**src/rtl/mini_core_settings.svh**
```systemverilog
// sizes for the whole core; MC_QDEPTH must be a power of two and MC_MUL_STEP must divide MC_XLEN
`ifndef MINI_CORE_SETTINGS_SVH
`define MINI_CORE_SETTINGS_SVH

// data word width, also the width of the out port
`define MC_XLEN 16

// architectural registers, r0 is an ordinary register
`define MC_NREGS 8

// instruction address width, so the rom holds 2**8 words
`define MC_PC_WIDTH 8

// instruction queue entries
`define MC_QDEPTH 4

// multiplier bits retired per busy cycle
`define MC_MUL_STEP 2

// busy cycles of one multiply
`define MC_MUL_CYCLES (`MC_XLEN / `MC_MUL_STEP)

`endif
```
**src/rtl/mini_core_pkg.sv**
```systemverilog
// shared types for the core; instruction fields are fixed at 16 bits whatever MC_XLEN says
`include "mini_core_settings.svh"

package mini_core_pkg;

  // one data word, register file and out port
  typedef logic [`MC_XLEN-1:0] word_t;

  // raw instruction word
  // [15:12] opcode, [11:9] rd, [8:6] rs, [5:0] imm6, [8:0] imm9 for li
  typedef logic [15:0] instr_t;

  typedef logic [3:0] opcode_t;

  // instruction address
  typedef logic [`MC_PC_WIDTH-1:0] pc_t;

  // register index
  typedef logic [2:0] reg_idx_t;

  // queue pointers and fill level
  typedef logic [$clog2(`MC_QDEPTH)-1:0] qptr_t;
  typedef logic [$clog2(`MC_QDEPTH+1)-1:0] qcount_t;

  // multiplier busy counter
  typedef logic [$clog2(`MC_MUL_CYCLES)-1:0] mul_cnt_t;

  // opcodes, anything not listed is a no-op
  localparam opcode_t OP_LI   = 4'd1;
  localparam opcode_t OP_ADDI = 4'd2;
  localparam opcode_t OP_ADD  = 4'd3;
  localparam opcode_t OP_SUB  = 4'd4;
  localparam opcode_t OP_XOR  = 4'd5;
  localparam opcode_t OP_MUL  = 4'd6;
  localparam opcode_t OP_OUT  = 4'd7;
  localparam opcode_t OP_HALT = 4'd15;

  // what fetch hands to the queue and the queue hands to execute
  typedef struct packed {
    pc_t    pc;
    instr_t instr;
  } fetch_entry_t;

  // execute sequencing
  typedef enum logic [1:0] {
    EXEC_RUN,
    EXEC_MUL,
    EXEC_HALTED
  } exec_state_t;

endpackage

```
**src/rtl/execute_unit.sv**
```systemverilog
// in-order execute with no forwarding needed; registers reset to zero and HALT is left only by reset
`timescale 1ns/10ps
`include "mini_core_settings.svh"

module execute_unit (
  input  logic                        CLK,
  input  logic                        nRST,
  input  logic                        empty,
  input  mini_core_pkg::fetch_entry_t head,
  output logic                        pop,
  output logic                        out_valid,
  output mini_core_pkg::word_t        out_data,
  output logic                        halt_instr
);

  import mini_core_pkg::*;

  localparam mul_cnt_t MUL_LAST = mul_cnt_t'(`MC_MUL_CYCLES - 1);

  exec_state_t state;

  // register file
  word_t regs [`MC_NREGS];

  // decoded fields of the head entry
  opcode_t  opcode;
  reg_idx_t rd;
  reg_idx_t rs;
  word_t    rd_val;
  word_t    rs_val;
  word_t    imm6_ext;
  word_t    imm9_ext;

  // multiplier datapath
  word_t    mul_acc;
  word_t    mul_mcand;
  word_t    mul_mplier;
  word_t    mul_pp;
  word_t    mul_sum;
  reg_idx_t mul_rd;
  mul_cnt_t mul_cnt;

  assign opcode = head.instr[15:12];
  assign rd     = head.instr[11:9];
  assign rs     = head.instr[8:6];
  assign rd_val = regs[rd];
  assign rs_val = regs[rs];

  // imm6 signed, imm9 unsigned
  assign imm6_ext = {{(`MC_XLEN-6){head.instr[5]}}, head.instr[5:0]};
  assign imm9_ext = {{(`MC_XLEN-9){1'b0}}, head.instr[8:0]};

  // take an instruction only when idle and one is there
  assign pop = (state == EXEC_RUN) && !empty;

  // one-cycle pulse, top turns it into the halt flag
  assign halt_instr = pop && (opcode == OP_HALT);

  // partial product for this step's multiplier bits
  always_comb begin
    mul_pp = '0;
    for (int i = 0; i < `MC_MUL_STEP; i++) begin
      if (mul_mplier[i]) begin
        mul_pp = mul_pp + (mul_mcand << i);
      end
    end
  end

  // only the low word is kept
  assign mul_sum = mul_acc + mul_pp;

  // state, register file and out strobe
  always_ff @(posedge CLK, negedge nRST) begin
    if (!nRST) begin
      state     <= EXEC_RUN;
      out_valid <= 1'b0;
      mul_cnt   <= '0;
      for (int i = 0; i < `MC_NREGS; i++) begin
        regs[i] <= '0;
      end
    end else begin
      out_valid <= pop && (opcode == OP_OUT);
      case (state)
        EXEC_RUN: begin
          if (pop) begin
            case (opcode)
              OP_LI:   regs[rd] <= imm9_ext;
              OP_ADDI: regs[rd] <= rs_val + imm6_ext;
              OP_ADD:  regs[rd] <= rd_val + rs_val;
              OP_SUB:  regs[rd] <= rd_val - rs_val;
              OP_XOR:  regs[rd] <= rd_val ^ rs_val;
              OP_MUL: begin
                state   <= EXEC_MUL;
                mul_cnt <= '0;
              end
              OP_HALT: state <= EXEC_HALTED;
              // out handled above, the rest do nothing
              default: ;
            endcase
          end
        end
        EXEC_MUL: begin
          mul_cnt <= mul_cnt + 1'b1;
          // last step, write back and resume next cycle
          if (mul_cnt == MUL_LAST) begin
            regs[mul_rd] <= mul_sum;
            state        <= EXEC_RUN;
          end
        end
        // parked until reset
        EXEC_HALTED: state <= EXEC_HALTED;
        default:     state <= EXEC_RUN;
      endcase
    end
  end

  // multiplier operands and out data
  always_ff @(posedge CLK) begin
    if (pop && (opcode == OP_MUL)) begin
      mul_acc    <= '0;
      mul_mcand  <= rd_val;
      mul_mplier <= rs_val;
      mul_rd     <= rd;
    end else if (state == EXEC_MUL) begin
      mul_acc    <= mul_sum;
      mul_mcand  <= mul_mcand << `MC_MUL_STEP;
      mul_mplier <= mul_mplier >> `MC_MUL_STEP;
    end
    if (pop && (opcode == OP_OUT)) begin
      out_data <= rs_val;
    end
  end

endmodule

```
**src/rtl/fetch_unit.sv**
```systemverilog
// rom must answer every request with data exactly one cycle later; no stall and no redirect
`timescale 1ns/10ps
`include "mini_core_settings.svh"

module fetch_unit (
  input  logic                        CLK,
  input  logic                        nRST,
  input  logic                        halt,
  input  logic                        space,
  output logic                        imem_req,
  output mini_core_pkg::pc_t          imem_addr,
  input  mini_core_pkg::instr_t       imem_data,
  output logic                        push,
  output mini_core_pkg::fetch_entry_t push_entry
);

  import mini_core_pkg::*;

  // next address to request
  pc_t pc;
  // address of the request in flight
  pc_t req_pc;
  // low until the first edge after reset release
  logic run;

  // request while the queue can still take the in-flight word
  // halt stops new requests, the last one in flight still lands
  assign imem_req  = run & space & ~halt;
  assign imem_addr = pc;

  // sequencing state
  always_ff @(posedge CLK, negedge nRST) begin
    if (!nRST) begin
      pc   <= '0;
      run  <= 1'b0;
      push <= 1'b0;
    end else begin
      run <= 1'b1;
      // data comes back next cycle, push it then
      push <= imem_req;
      if (imem_req) begin
        pc <= pc + 1'b1;
      end
    end
  end

  // remember which address the rom is answering
  always_ff @(posedge CLK) begin
    if (imem_req) begin
      req_pc <= pc;
    end
  end

  // pair the returned word with its address
  assign push_entry.pc    = req_pc;
  assign push_entry.instr = imem_data;

endmodule

```
**src/rtl/instr_queue.sv**
```systemverilog
// circular fifo, depth from MC_QDEPTH (power of two); a push into a full queue is not guarded
`timescale 1ns/10ps
`include "mini_core_settings.svh"

module instr_queue (
  input  logic                        CLK,
  input  logic                        nRST,
  input  logic                        push,
  input  mini_core_pkg::fetch_entry_t push_entry,
  input  logic                        pop,
  output mini_core_pkg::fetch_entry_t head,
  output logic                        empty,
  output logic                        space
);

  import mini_core_pkg::*;

  // storage, no reset needed
  fetch_entry_t mem [`MC_QDEPTH];

  qptr_t   wptr;
  qptr_t   rptr;
  qcount_t count;

  // pointers and fill level
  always_ff @(posedge CLK, negedge nRST) begin
    if (!nRST) begin
      wptr  <= '0;
      rptr  <= '0;
      count <= '0;
    end else begin
      // pointers wrap on their own width
      if (push) begin
        wptr <= wptr + 1'b1;
      end
      if (pop) begin
        rptr <= rptr + 1'b1;
      end
      // both at once leaves count alone
      case ({push, pop})
        2'b10:   count <= count + 1'b1;
        2'b01:   count <= count - 1'b1;
        default: count <= count;
      endcase
    end
  end

  // write side
  always_ff @(posedge CLK) begin
    if (push) begin
      mem[wptr] <= push_entry;
    end
  end

  // oldest entry always visible
  assign head  = mem[rptr];
  assign empty = (count == '0);

  // two free slots, one for the request already in flight
  assign space = (count <= qcount_t'(`MC_QDEPTH - 2));

endmodule

```
**src/rtl/mini_core.sv**
```systemverilog
// core top; external rom answers one cycle after imem_req, wfi holds until nRST
`timescale 1ns/10ps

module mini_core (
  input  logic                  CLK,
  input  logic                  nRST,
  output logic                  imem_req,
  output mini_core_pkg::pc_t    imem_addr,
  input  mini_core_pkg::instr_t imem_data,
  output logic                  out_valid,
  output mini_core_pkg::word_t  out_data,
  output logic                  wfi
);

  import mini_core_pkg::*;

  // fetch to queue
  logic         push;
  fetch_entry_t push_entry;
  logic         space;

  // queue to execute
  logic         pop;
  logic         empty;
  fetch_entry_t head;

  // halt path
  logic         halt_instr;
  logic         halt;

  fetch_unit i_fetch_unit (
    .CLK        (CLK),
    .nRST       (nRST),
    .halt       (halt),
    .space      (space),
    .imem_req   (imem_req),
    .imem_addr  (imem_addr),
    .imem_data  (imem_data),
    .push       (push),
    .push_entry (push_entry)
  );

  instr_queue i_instr_queue (
    .CLK        (CLK),
    .nRST       (nRST),
    .push       (push),
    .push_entry (push_entry),
    .pop        (pop),
    .head       (head),
    .empty      (empty),
    .space      (space)
  );

  execute_unit i_execute_unit (
    .CLK        (CLK),
    .nRST       (nRST),
    .empty      (empty),
    .head       (head),
    .pop        (pop),
    .out_valid  (out_valid),
    .out_data   (out_data),
    .halt_instr (halt_instr)
  );

  // sticky halt, only reset clears it
  always_ff @(posedge CLK, negedge nRST) begin
    if (!nRST) begin
      halt <= 1'b0;
    end else if (halt_instr) begin
      halt <= 1'b1;
    end
  end

  assign wfi = halt;

endmodule

```
**config.mk**
```make
export PLATFORM = sky130hd
export DESIGN_NAME = mini_core
export DESIGN_NICKNAME = d
export VERILOG_FILES = /design/src/rtl/mini_core_pkg.sv /design/src/rtl/execute_unit.sv /design/src/rtl/fetch_unit.sv /design/src/rtl/instr_queue.sv /design/src/rtl/mini_core.sv
export VERILOG_INCLUDE_DIRS = /design/src /design/src/rtl
export SDC_FILE = /design/constraint.sdc
export NUM_CORES = 1
export LEC_CHECK = 0
export BUFFER_PORTS_ARGS = -buffer_cell sky130_fd_sc_hd__buf_2
export CAP_MARGIN = 20
export CORE_MARGIN = 2
export CORE_UTILIZATION = 26
export DETAILED_ROUTE_END_ITERATION = 10
export PLACE_DENSITY = 0.49
export SLEW_MARGIN = 25
export SYNTH_ARGS = -nofsm -noshare
export SYNTH_HDL_FRONTEND = slang
export SYNTH_SLANG_ARGS = --single-unit
```
**constraint.sdc**
```tcl
create_clock -name CLK -period 6.7 [get_ports CLK]
set_clock_uncertainty 0.1 [all_clocks]
set_input_delay 0.67 -clock CLK [delete_from_list [all_inputs] [get_ports CLK]]
set_output_delay 0.67 -clock CLK [all_outputs]
set_load 0.05 [all_outputs]
```
# Yosys cells after proc, flatten, opt, wreduce, memory -nomap -nowiden
# Memory sizes are Yosys's and may differ from the RTL's.
# Cells that the tools add are included.
[classes] n_eq_ne=18 bitwise_logic=7 n_mux=36 order_cmp=6 n_addsub=11 n_reduce_logical=15
[op_table] operator="bitwise mux 128 bit" count=6
[op_table] operator="one-hot mux 128 bit (5 select lines)" count=1
[op_table] operator="2-to-1 mux 128 bit" count=2
[op_table] operator="one-hot mux 128 bit (2 select lines)" count=1
[op_table] operator="2-to-1 mux 16 bit" count=12
[op_table] operator="binary-select mux 16 bit (select 3 bit)" count=2
[op_table] operator="demux 16 bit (select 3 bit)" count=2
[op_table] operator="adder 16 bit" count=4
[op_table] operator="equality test 4 x 3 -> 1 bit (second input constant)" count=4
[op_table] operator="subtractor 16 bit" count=1
[op_table] operator="XOR 16 bit" count=1
[op_table] operator="greater-or-equal comparator 4 bit (second input constant)" count=3
[op_table] operator="inverter 3 -> 4 bit" count=3
[op_table] operator="one-hot mux 3 bit (2 select lines)" count=2
[op_table] operator="adder 8 x 1 -> 8 bit (second input constant)" count=1
[op_table] operator="equality test 4 x 2 -> 1 bit (second input constant)" count=2
[op_table] operator="less-than comparator 4 x 1 -> 1 bit (second input constant)" count=2
[op_table] operator="adder 3 x 1 -> 3 bit (second input constant)" count=2
[op_table] operator="logical AND 1 bit" count=6
[op_table] operator="2-to-1 mux 3 bit" count=2
[op_table] operator="inequality test 6 bit (second input constant)" count=1
[op_table] operator="one-hot mux 2 bit (3 select lines)" count=1
[op_table] operator="AND reduction 3 bit" count=2
[op_table] operator="nonzero test 2 bit" count=3
[op_table] operator="20 further kinds" count=27
[word_totals] in_bits=18 ff_bits=227 ramBits=96 n_memories=1
[mem_list] memory="i_instr_queue.mem" words=4 word_bits=24 read_ports=1 rd_ports_with_merged_regs=0 wr=1 line="instr_queue.sv:19" rtl="fetch_entry_t mem [`MC_QDEPTH];"

# Logic depth before layout (Yosys ltp)
# An unclocked memory read counts as a cell.
[depth] word_depth=10 depth_mapped=25 depth_no_buf=22

# Modules after synthesis
# Synthesis repeated with hierarchy kept, for this count alone.
[unflattened] hier_cells=2213 hier_area_um2=21035.2
[by_module_without_submodules] module="execute_unit" instances=1 cells_each=1992 seq_area_each_um2=5205.0 area_each_um2=16301.9
[by_module_without_submodules] module="instr_queue" instances=1 cells_each=163 seq_area_each_um2=3057.9 area_each_um2=3905.0
[by_module_without_submodules] module="fetch_unit" instances=1 cells_each=56 seq_area_each_um2=490.5 area_each_um2=797.0
[by_module_without_submodules] module="mini_core" instances=1 cells_each=2 seq_area_each_um2=25.0 area_each_um2=31.3

# Least setup slack after synthesis
# OpenSTA, ideal clock, no wires.
[synth_path] kind="register to register" start="register i_instr_queue.rptr[0]" end="register i_execute_unit.regs[29] (netlist name)" t_required_ns=6.474 n_path_buf=4 setup_time_ns=0.126 setup_slack_ns=1.145 stages_incl_launch_ff=19 period_less_slack_ns=5.555 arrival_ns=5.329 path_cell_list="dfrtp_1 buf_6 buf_6 mux4_2 buf_2 buf_1 mux4_2 mux2i_1 inv_1 ha_1 nor3_1 o31ai_1 a311oi_1 a211o_1 o41ai_1 a221o_1 a22oi_1 a21oi_1 a221o_1"
[synth_between] elab_chain_len=10
[synth_lines] item="start, declared" line="instr_queue.sv:22" rtl="qptr_t rptr;"
[synth_lines] item="start signal, assigned" line="instr_queue.sv:37" rtl="rptr <= rptr + 1'b1;"
[synth_lines] item="memory (4 x 24 bit) *"
[synth_lines] item="inverter 3 -> 4 bit (implied by the code) *" line="execute_unit.sv:47" rtl="assign rs_val = regs[rs];"
[synth_lines] item="binary-select mux 16 bit (select 3 bit) *" line="execute_unit.sv:47"
[synth_lines] item="2-to-1 mux 16 bit (implied by the code) * (2 in a row)" line="execute_unit.sv:47"
[synth_lines] item="named net i_execute_unit.rs_val[1]" line="execute_unit.sv:30" rtl="word_t rs_val;"
[synth_lines] item="subtractor 16 bit, or another cell as far along" line="execute_unit.sv:90" rtl="OP_SUB: regs[rd] <= rd_val - rs_val;"
[synth_lines] item="bitwise mux 128 bit (on tied branches)" line="execute_unit.sv:90, execute_unit.sv:88, execute_unit.sv:89"
[synth_lines] item="one-hot mux 128 bit (5 select lines) *" line="execute_unit.sv:86" rtl="case (opcode)"
[synth_lines] item="2-to-1 mux 128 bit *" line="execute_unit.sv:85" rtl="if (pop) begin"
[synth_lines] item="one-hot mux 128 bit (2 select lines) *" line="execute_unit.sv:83" rtl="case (state)"
[synth_lines] item="end signal, assigned by index" line="execute_unit.sv:87" rtl="OP_LI: regs[rd] <= imm9_ext;"
[synth_lines] item="end signal, assigned by index" line="execute_unit.sv:90"
[synth_lines] item="end signal, assigned by index" line="execute_unit.sv:91" rtl="OP_XOR: regs[rd] <= rd_val ^ rs_val;"
[synth_lines] item="end, declared" line="execute_unit.sv:23" rtl="word_t regs [`MC_NREGS];"
# Mark *: on every way through the listed nets, which the timed path passes. The rest lies on a longest branch. The select of a mux whose other input is x is not followed.
# A chain may end at the register's enable or synchronous reset.

# Worst setup path in the final report
[layout_path] start="register i_instr_queue.rptr[0]" end="register i_execute_unit.regs[109] (netlist name)"
[layout_between] elab_chain_len=10
[layout_lines] item="memory (4 x 24 bit) *"
[layout_lines] item="inverter 3 -> 4 bit (on tied branches)"
[layout_lines] item="binary-select mux 16 bit (select 3 bit), or another cell as far along" line="execute_unit.sv:46" rtl="assign rd_val = regs[rd];"
[layout_lines] item="2-to-1 mux 16 bit (implied by the code), or another cell as far along" line="execute_unit.sv:46"
[layout_lines] item="2-to-1 mux 16 bit (on tied branches)"
[layout_lines] item="subtractor 16 bit, or another cell as far along" line="execute_unit.sv:90"
[layout_lines] item="bitwise mux 128 bit (on tied branches)"
[layout_lines] item="one-hot mux 128 bit (5 select lines)" line="execute_unit.sv:86"
[layout_lines] item="2-to-1 mux 128 bit" line="execute_unit.sv:85"
[layout_lines] item="one-hot mux 128 bit (2 select lines)" line="execute_unit.sv:83"
# Mark *: on every way between the ends. The rest lies on a longest branch, timed or not. The select of a mux whose other input is x is not followed.

==> impl_metrics.env <==
export IMPL_synth_cells=2075
export IMPL_vias_per_cell=6.05
export IMPL_ios=45
export IMPL_finalHoldViolCount=0
export IMPL_post_dp_hpwl_um=64200
export IMPL_max_slew_margin=0.137
export IMPL_numCtsBuffers=36
export IMPL_muxShareOfSynthArea=0.0845
export IMPL_path_class="flop to flop"
export IMPL_fin_crit_ns=6.37
export IMPL_die_h_um=276
export IMPL_totalWireLength_um=89200
export IMPL_cts_buffer_depth=3
export IMPL_tns_ns=0
export IMPL_fillers=7664
export IMPL_syn_nets=2177
export IMPL_synth_top_flop_cell="dfrtp_1"
export IMPL_yosysWarnings=0
export IMPL_avgSynthCellArea_um2=9.26
export IMPL_drv_cap=0
export IMPL_drtIter0Drc=2240
export IMPL_hold_path_class="primary input to asynchronous set/reset pin"
export IMPL_cts_max_level=2
export IMPL_layout_drive_gt1_share=0.145
export IMPL_grt_pass1_wl_um=128000
export IMPL_clkLatencyLatePin_ns=0.61
export IMPL_setup_slack_ns=0.326
export IMPL_max_freq_ghz=0.157
export IMPL_status="complete, no violations"
export IMPL_crit_path_frequent_cell="buf_4"
export IMPL_crit_fanout=21
export IMPL_cp_required_ns=7.07
export IMPL_cts_tree="built"
export IMPL_syn_area_mm2=0.0192
export IMPL_route_detailed_drc=0
export IMPL_start_util=0.263
export IMPL_critPathMaxStageDelay_ns=0.73
export IMPL_cp_slowest_cell="mux4_2"
export IMPL_antenna_found_initial=3
export IMPL_clk_pin_slew_worst_paths_ns=0.06
export IMPL_whs_ns=0.0856
export IMPL_synth_seq_area_share=0.394
export IMPL_dp_slack_ns=0.295
export IMPL_via_count=18839
export IMPL_cts_sinks=283
export IMPL_grt_max_degree=91
export IMPL_worst_pin_slew_ns=1.29
export IMPL_rsz0062_at_grt="no"
export IMPL_final_common_cell="nand2_1"
export IMPL_rows=99
export IMPL_synth_xor_area_frac=0.0319
export IMPL_drtAntennaViolNets=0
export IMPL_port_buffers=44
export IMPL_slew_violations=0
export IMPL_arrival_ns=6.75
export IMPL_core_area_mm2=0.0731
export IMPL_grt_total_usage=0.231
export IMPL_gp_congestion=1.00
export IMPL_grt_pass1_vias=18148
export IMPL_synth_compound_area_share=0.254
export IMPL_yosysUniqueCellTypes=84
export IMPL_end_kind="flop"
export IMPL_critPathLaunchType="flop"
export IMPL_ys_seq_elements=283
export IMPL_async_flop_share=0.537
export IMPL_synth_edf_count=115
export IMPL_finalCritPeriodShare=0.951
export IMPL_synth_simple_area_share=0.139
export IMPL_nNetsFinal=2227
export IMPL_synth_top_family_by_area="compound AO/OA/AOI/OAI gates"
export IMPL_layout_common_cells="213 x nand2_1, 197 x o21ai_0, 187 x a21oi_1, 152 x nor2_1, 151 x dfrtp_1"
export IMPL_die_w_um=276
export IMPL_wl_per_cell_um=28.6
export IMPL_die_area_mm2=0.0761
export IMPL_crit_chain="mux4_2, nand2b_1, or2_2, buf_4, o22ai_1, a21oi_1, ha_1, nor2_1, o21a_1, a311oi_1, buf_4, a211o_1, o41ai_1, o221ai_1, a22oi_1, buf_4, a21oi_1, a221o_1"
export IMPL_setup_violations=0
export IMPL_cts_root_buf="clkbuf_16"
export IMPL_area_growth_synth_to_final_pct=15.5
export IMPL_overflow=0
export IMPL_drtPass1Iterations=7
export IMPL_synth_fa_ha_area_frac=0.0576
export IMPL_cts_hold_buf=0
[cell type report]
class	instances	area, µm²	share of cell area
Antenna cell	2	5.00	0.000226
Clock buffer	46	968	0.0436
Clock inverter	19	228	0.0103
Inverter	55	206	0.00930
Multi-Input combinational cell	1601	11000	0.494
Sequential cell	283	7580	0.341
Tap cell	959	1200	0.0541
Timing Repair Buffer	148	1030	0.0466
[state kept, by name, indices dropped and copies added (netlist names)]
| signal | flops |
|---|---|
| i_instr_queue.wptr | 2 |
| i_execute_unit.mul_rd | 3 |
| i_fetch_unit.push | 1 |
| i_execute_unit.mul_mplier | 16 |
| i_instr_queue.rptr | 2 |
| wfi | 1 |
| i_instr_queue.count | 3 |
| i_instr_queue.mem | 64 |
| i_execute_unit.regs | 128 |
| i_fetch_unit.run | 1 |
| i_execute_unit.mul_cnt | 3 |
| i_execute_unit.state | 2 |
| i_execute_unit.mul_acc | 16 |
| i_execute_unit.mul_mcand | 16 |
| i_execute_unit.out_data | 16 |
| i_fetch_unit.imem_addr | 8 |
| i_execute_unit.out_valid | 1 |
[critical path, delay by kind of cell (launching register included)]
| family | cells | cell delay (ns) |
|---|---|---|
| AND/OR/NAND/NOR | 3 | 1.10 |
| flip-flops | 1 | 0.52 |
| buffers and inverters | 3 | 0.69 |
| adder cells (fa/ha/maj) | 1 | 0.48 |
| AO/OA/AOI/OAI | 10 | 2.58 |
| multiplexers | 1 | 0.73 |
[cells by family (layout without fill, tap and decap cells)]
| logic type | after synthesis | after routing |
|---|---|---|
| muxes | 101 | 101 |
| buffers and inverters | 191 | 268 |
| AOI/OAI and AO/OA | 760 | 760 |
| DFF | 283 | 283 |
| other | 1 | 3 |
| xor gates and xnor gates | 70 | 70 |
| and+or+nand+nor | 584 | 584 |
| adders and majority gates | 85 | 85 |
[Yosys cell counts (8+ instances only)]
cell type	number	share of area
dfxtp_1	16	0.017
and2_1	29	0.0094
o32a_1	8	0.0042
nand4_1	12	0.0039
a21oi_1	187	0.049
mux2i_1	27	0.014
nor4_1	9	0.0029
a22oi_1	21	0.0082
o21ai_0	201	0.052
a221o_1	14	0.0073
o21ai_1	10	0.0026
inv_1	54	0.011
nor2b_1	10	0.0033
xnor2_1	45	0.021
edfxtp_1	115	0.18
o211ai_1	12	0.0047
o31ai_1	9	0.0035
o21bai_1	8	0.0031
a211oi_1	14	0.0055
nand2b_1	21	0.0068
and3_1	9	0.0029
a22o_1	15	0.0068
nor3_1	51	0.013
a31oi_1	38	0.012
nor2_1	153	0.030
o41ai_1	8	0.0036
xor2_1	25	0.011
mux4_2	46	0.054
mux2_2	27	0.016
dfrtp_1	152	0.20
clkbuf_1	113	0.022
a32oi_1	17	0.0078
o221ai_1	18	0.0082
a221oi_1	13	0.0059
o22a_1	9	0.0041
a21o_1	34	0.013
o22ai_1	45	0.015
nand2_1	214	0.042
ha_1	78	0.051
o21a_1	20	0.0078
nand3_1	40	0.010
buf_1	15	0.0029
[metal layers]
| layer | vias up | GRT usage | share of wire |
|---|---|---|---|
| met5 | - | 0 | 0.00024 |
| met4 | 4 | 0.134 | 0.068 |
| met3 | 326 | 0.0644 | 0.10 |
| met2 | 1115 | 0.351 | 0.43 |
| met1 | 9401 | 0.294 | 0.40 |
| li1 | 7993 | - | - |
[through the flow]
| step | instance area (µm²) | util | cells |
|---|---|---|---|
| 3_3_place_gp | 21000 | 0.287 | 3046 |
| 3_5_place_dp | 21000 | 0.287 | 3046 |
| 4_1_cts | 22200 | 0.303 | 3111 |
| 6_report | 22200 | 0.304 | 3113 |
| 5_1_grt | 22200 | 0.304 | 3111 |
| 2_1_floorplan | 19200 | - | 2075 |
[final timing paths]
path | start | endpoint | slack (ns) | depth (start not counted)
worst max-delay path | i_instr_queue.rptr[0] | i_execute_unit.regs[109] | 0.33 | 18
worst min-delay path | nRST | i_execute_unit.regs[83] | 0.09 | 1
worst max register to register | i_instr_queue.rptr[0] | i_execute_unit.regs[109] | 0.33 | 18
worst min register to register | i_execute_unit.mul_acc[0] | i_execute_unit.mul_acc[0] | 0.35 | 2
max in group asynchronous | nRST | i_instr_queue.rptr[0] | 4.97 | 2
min in group CLK | imem_data[1] | i_instr_queue.mem[2][1] | 0.18 | 1
[repair_timing]
action | 4_1_cts | 5_1_grt
setup buffers | 0 | 0
endpoints found under the hold margin | 0 | 0
setup endpoints to repair | 0 | 9
resized for setup | 0 | 2
Power is not shown: default switching activity piles up to over one toggle a cycle in this logic, so the estimate is an artifact.
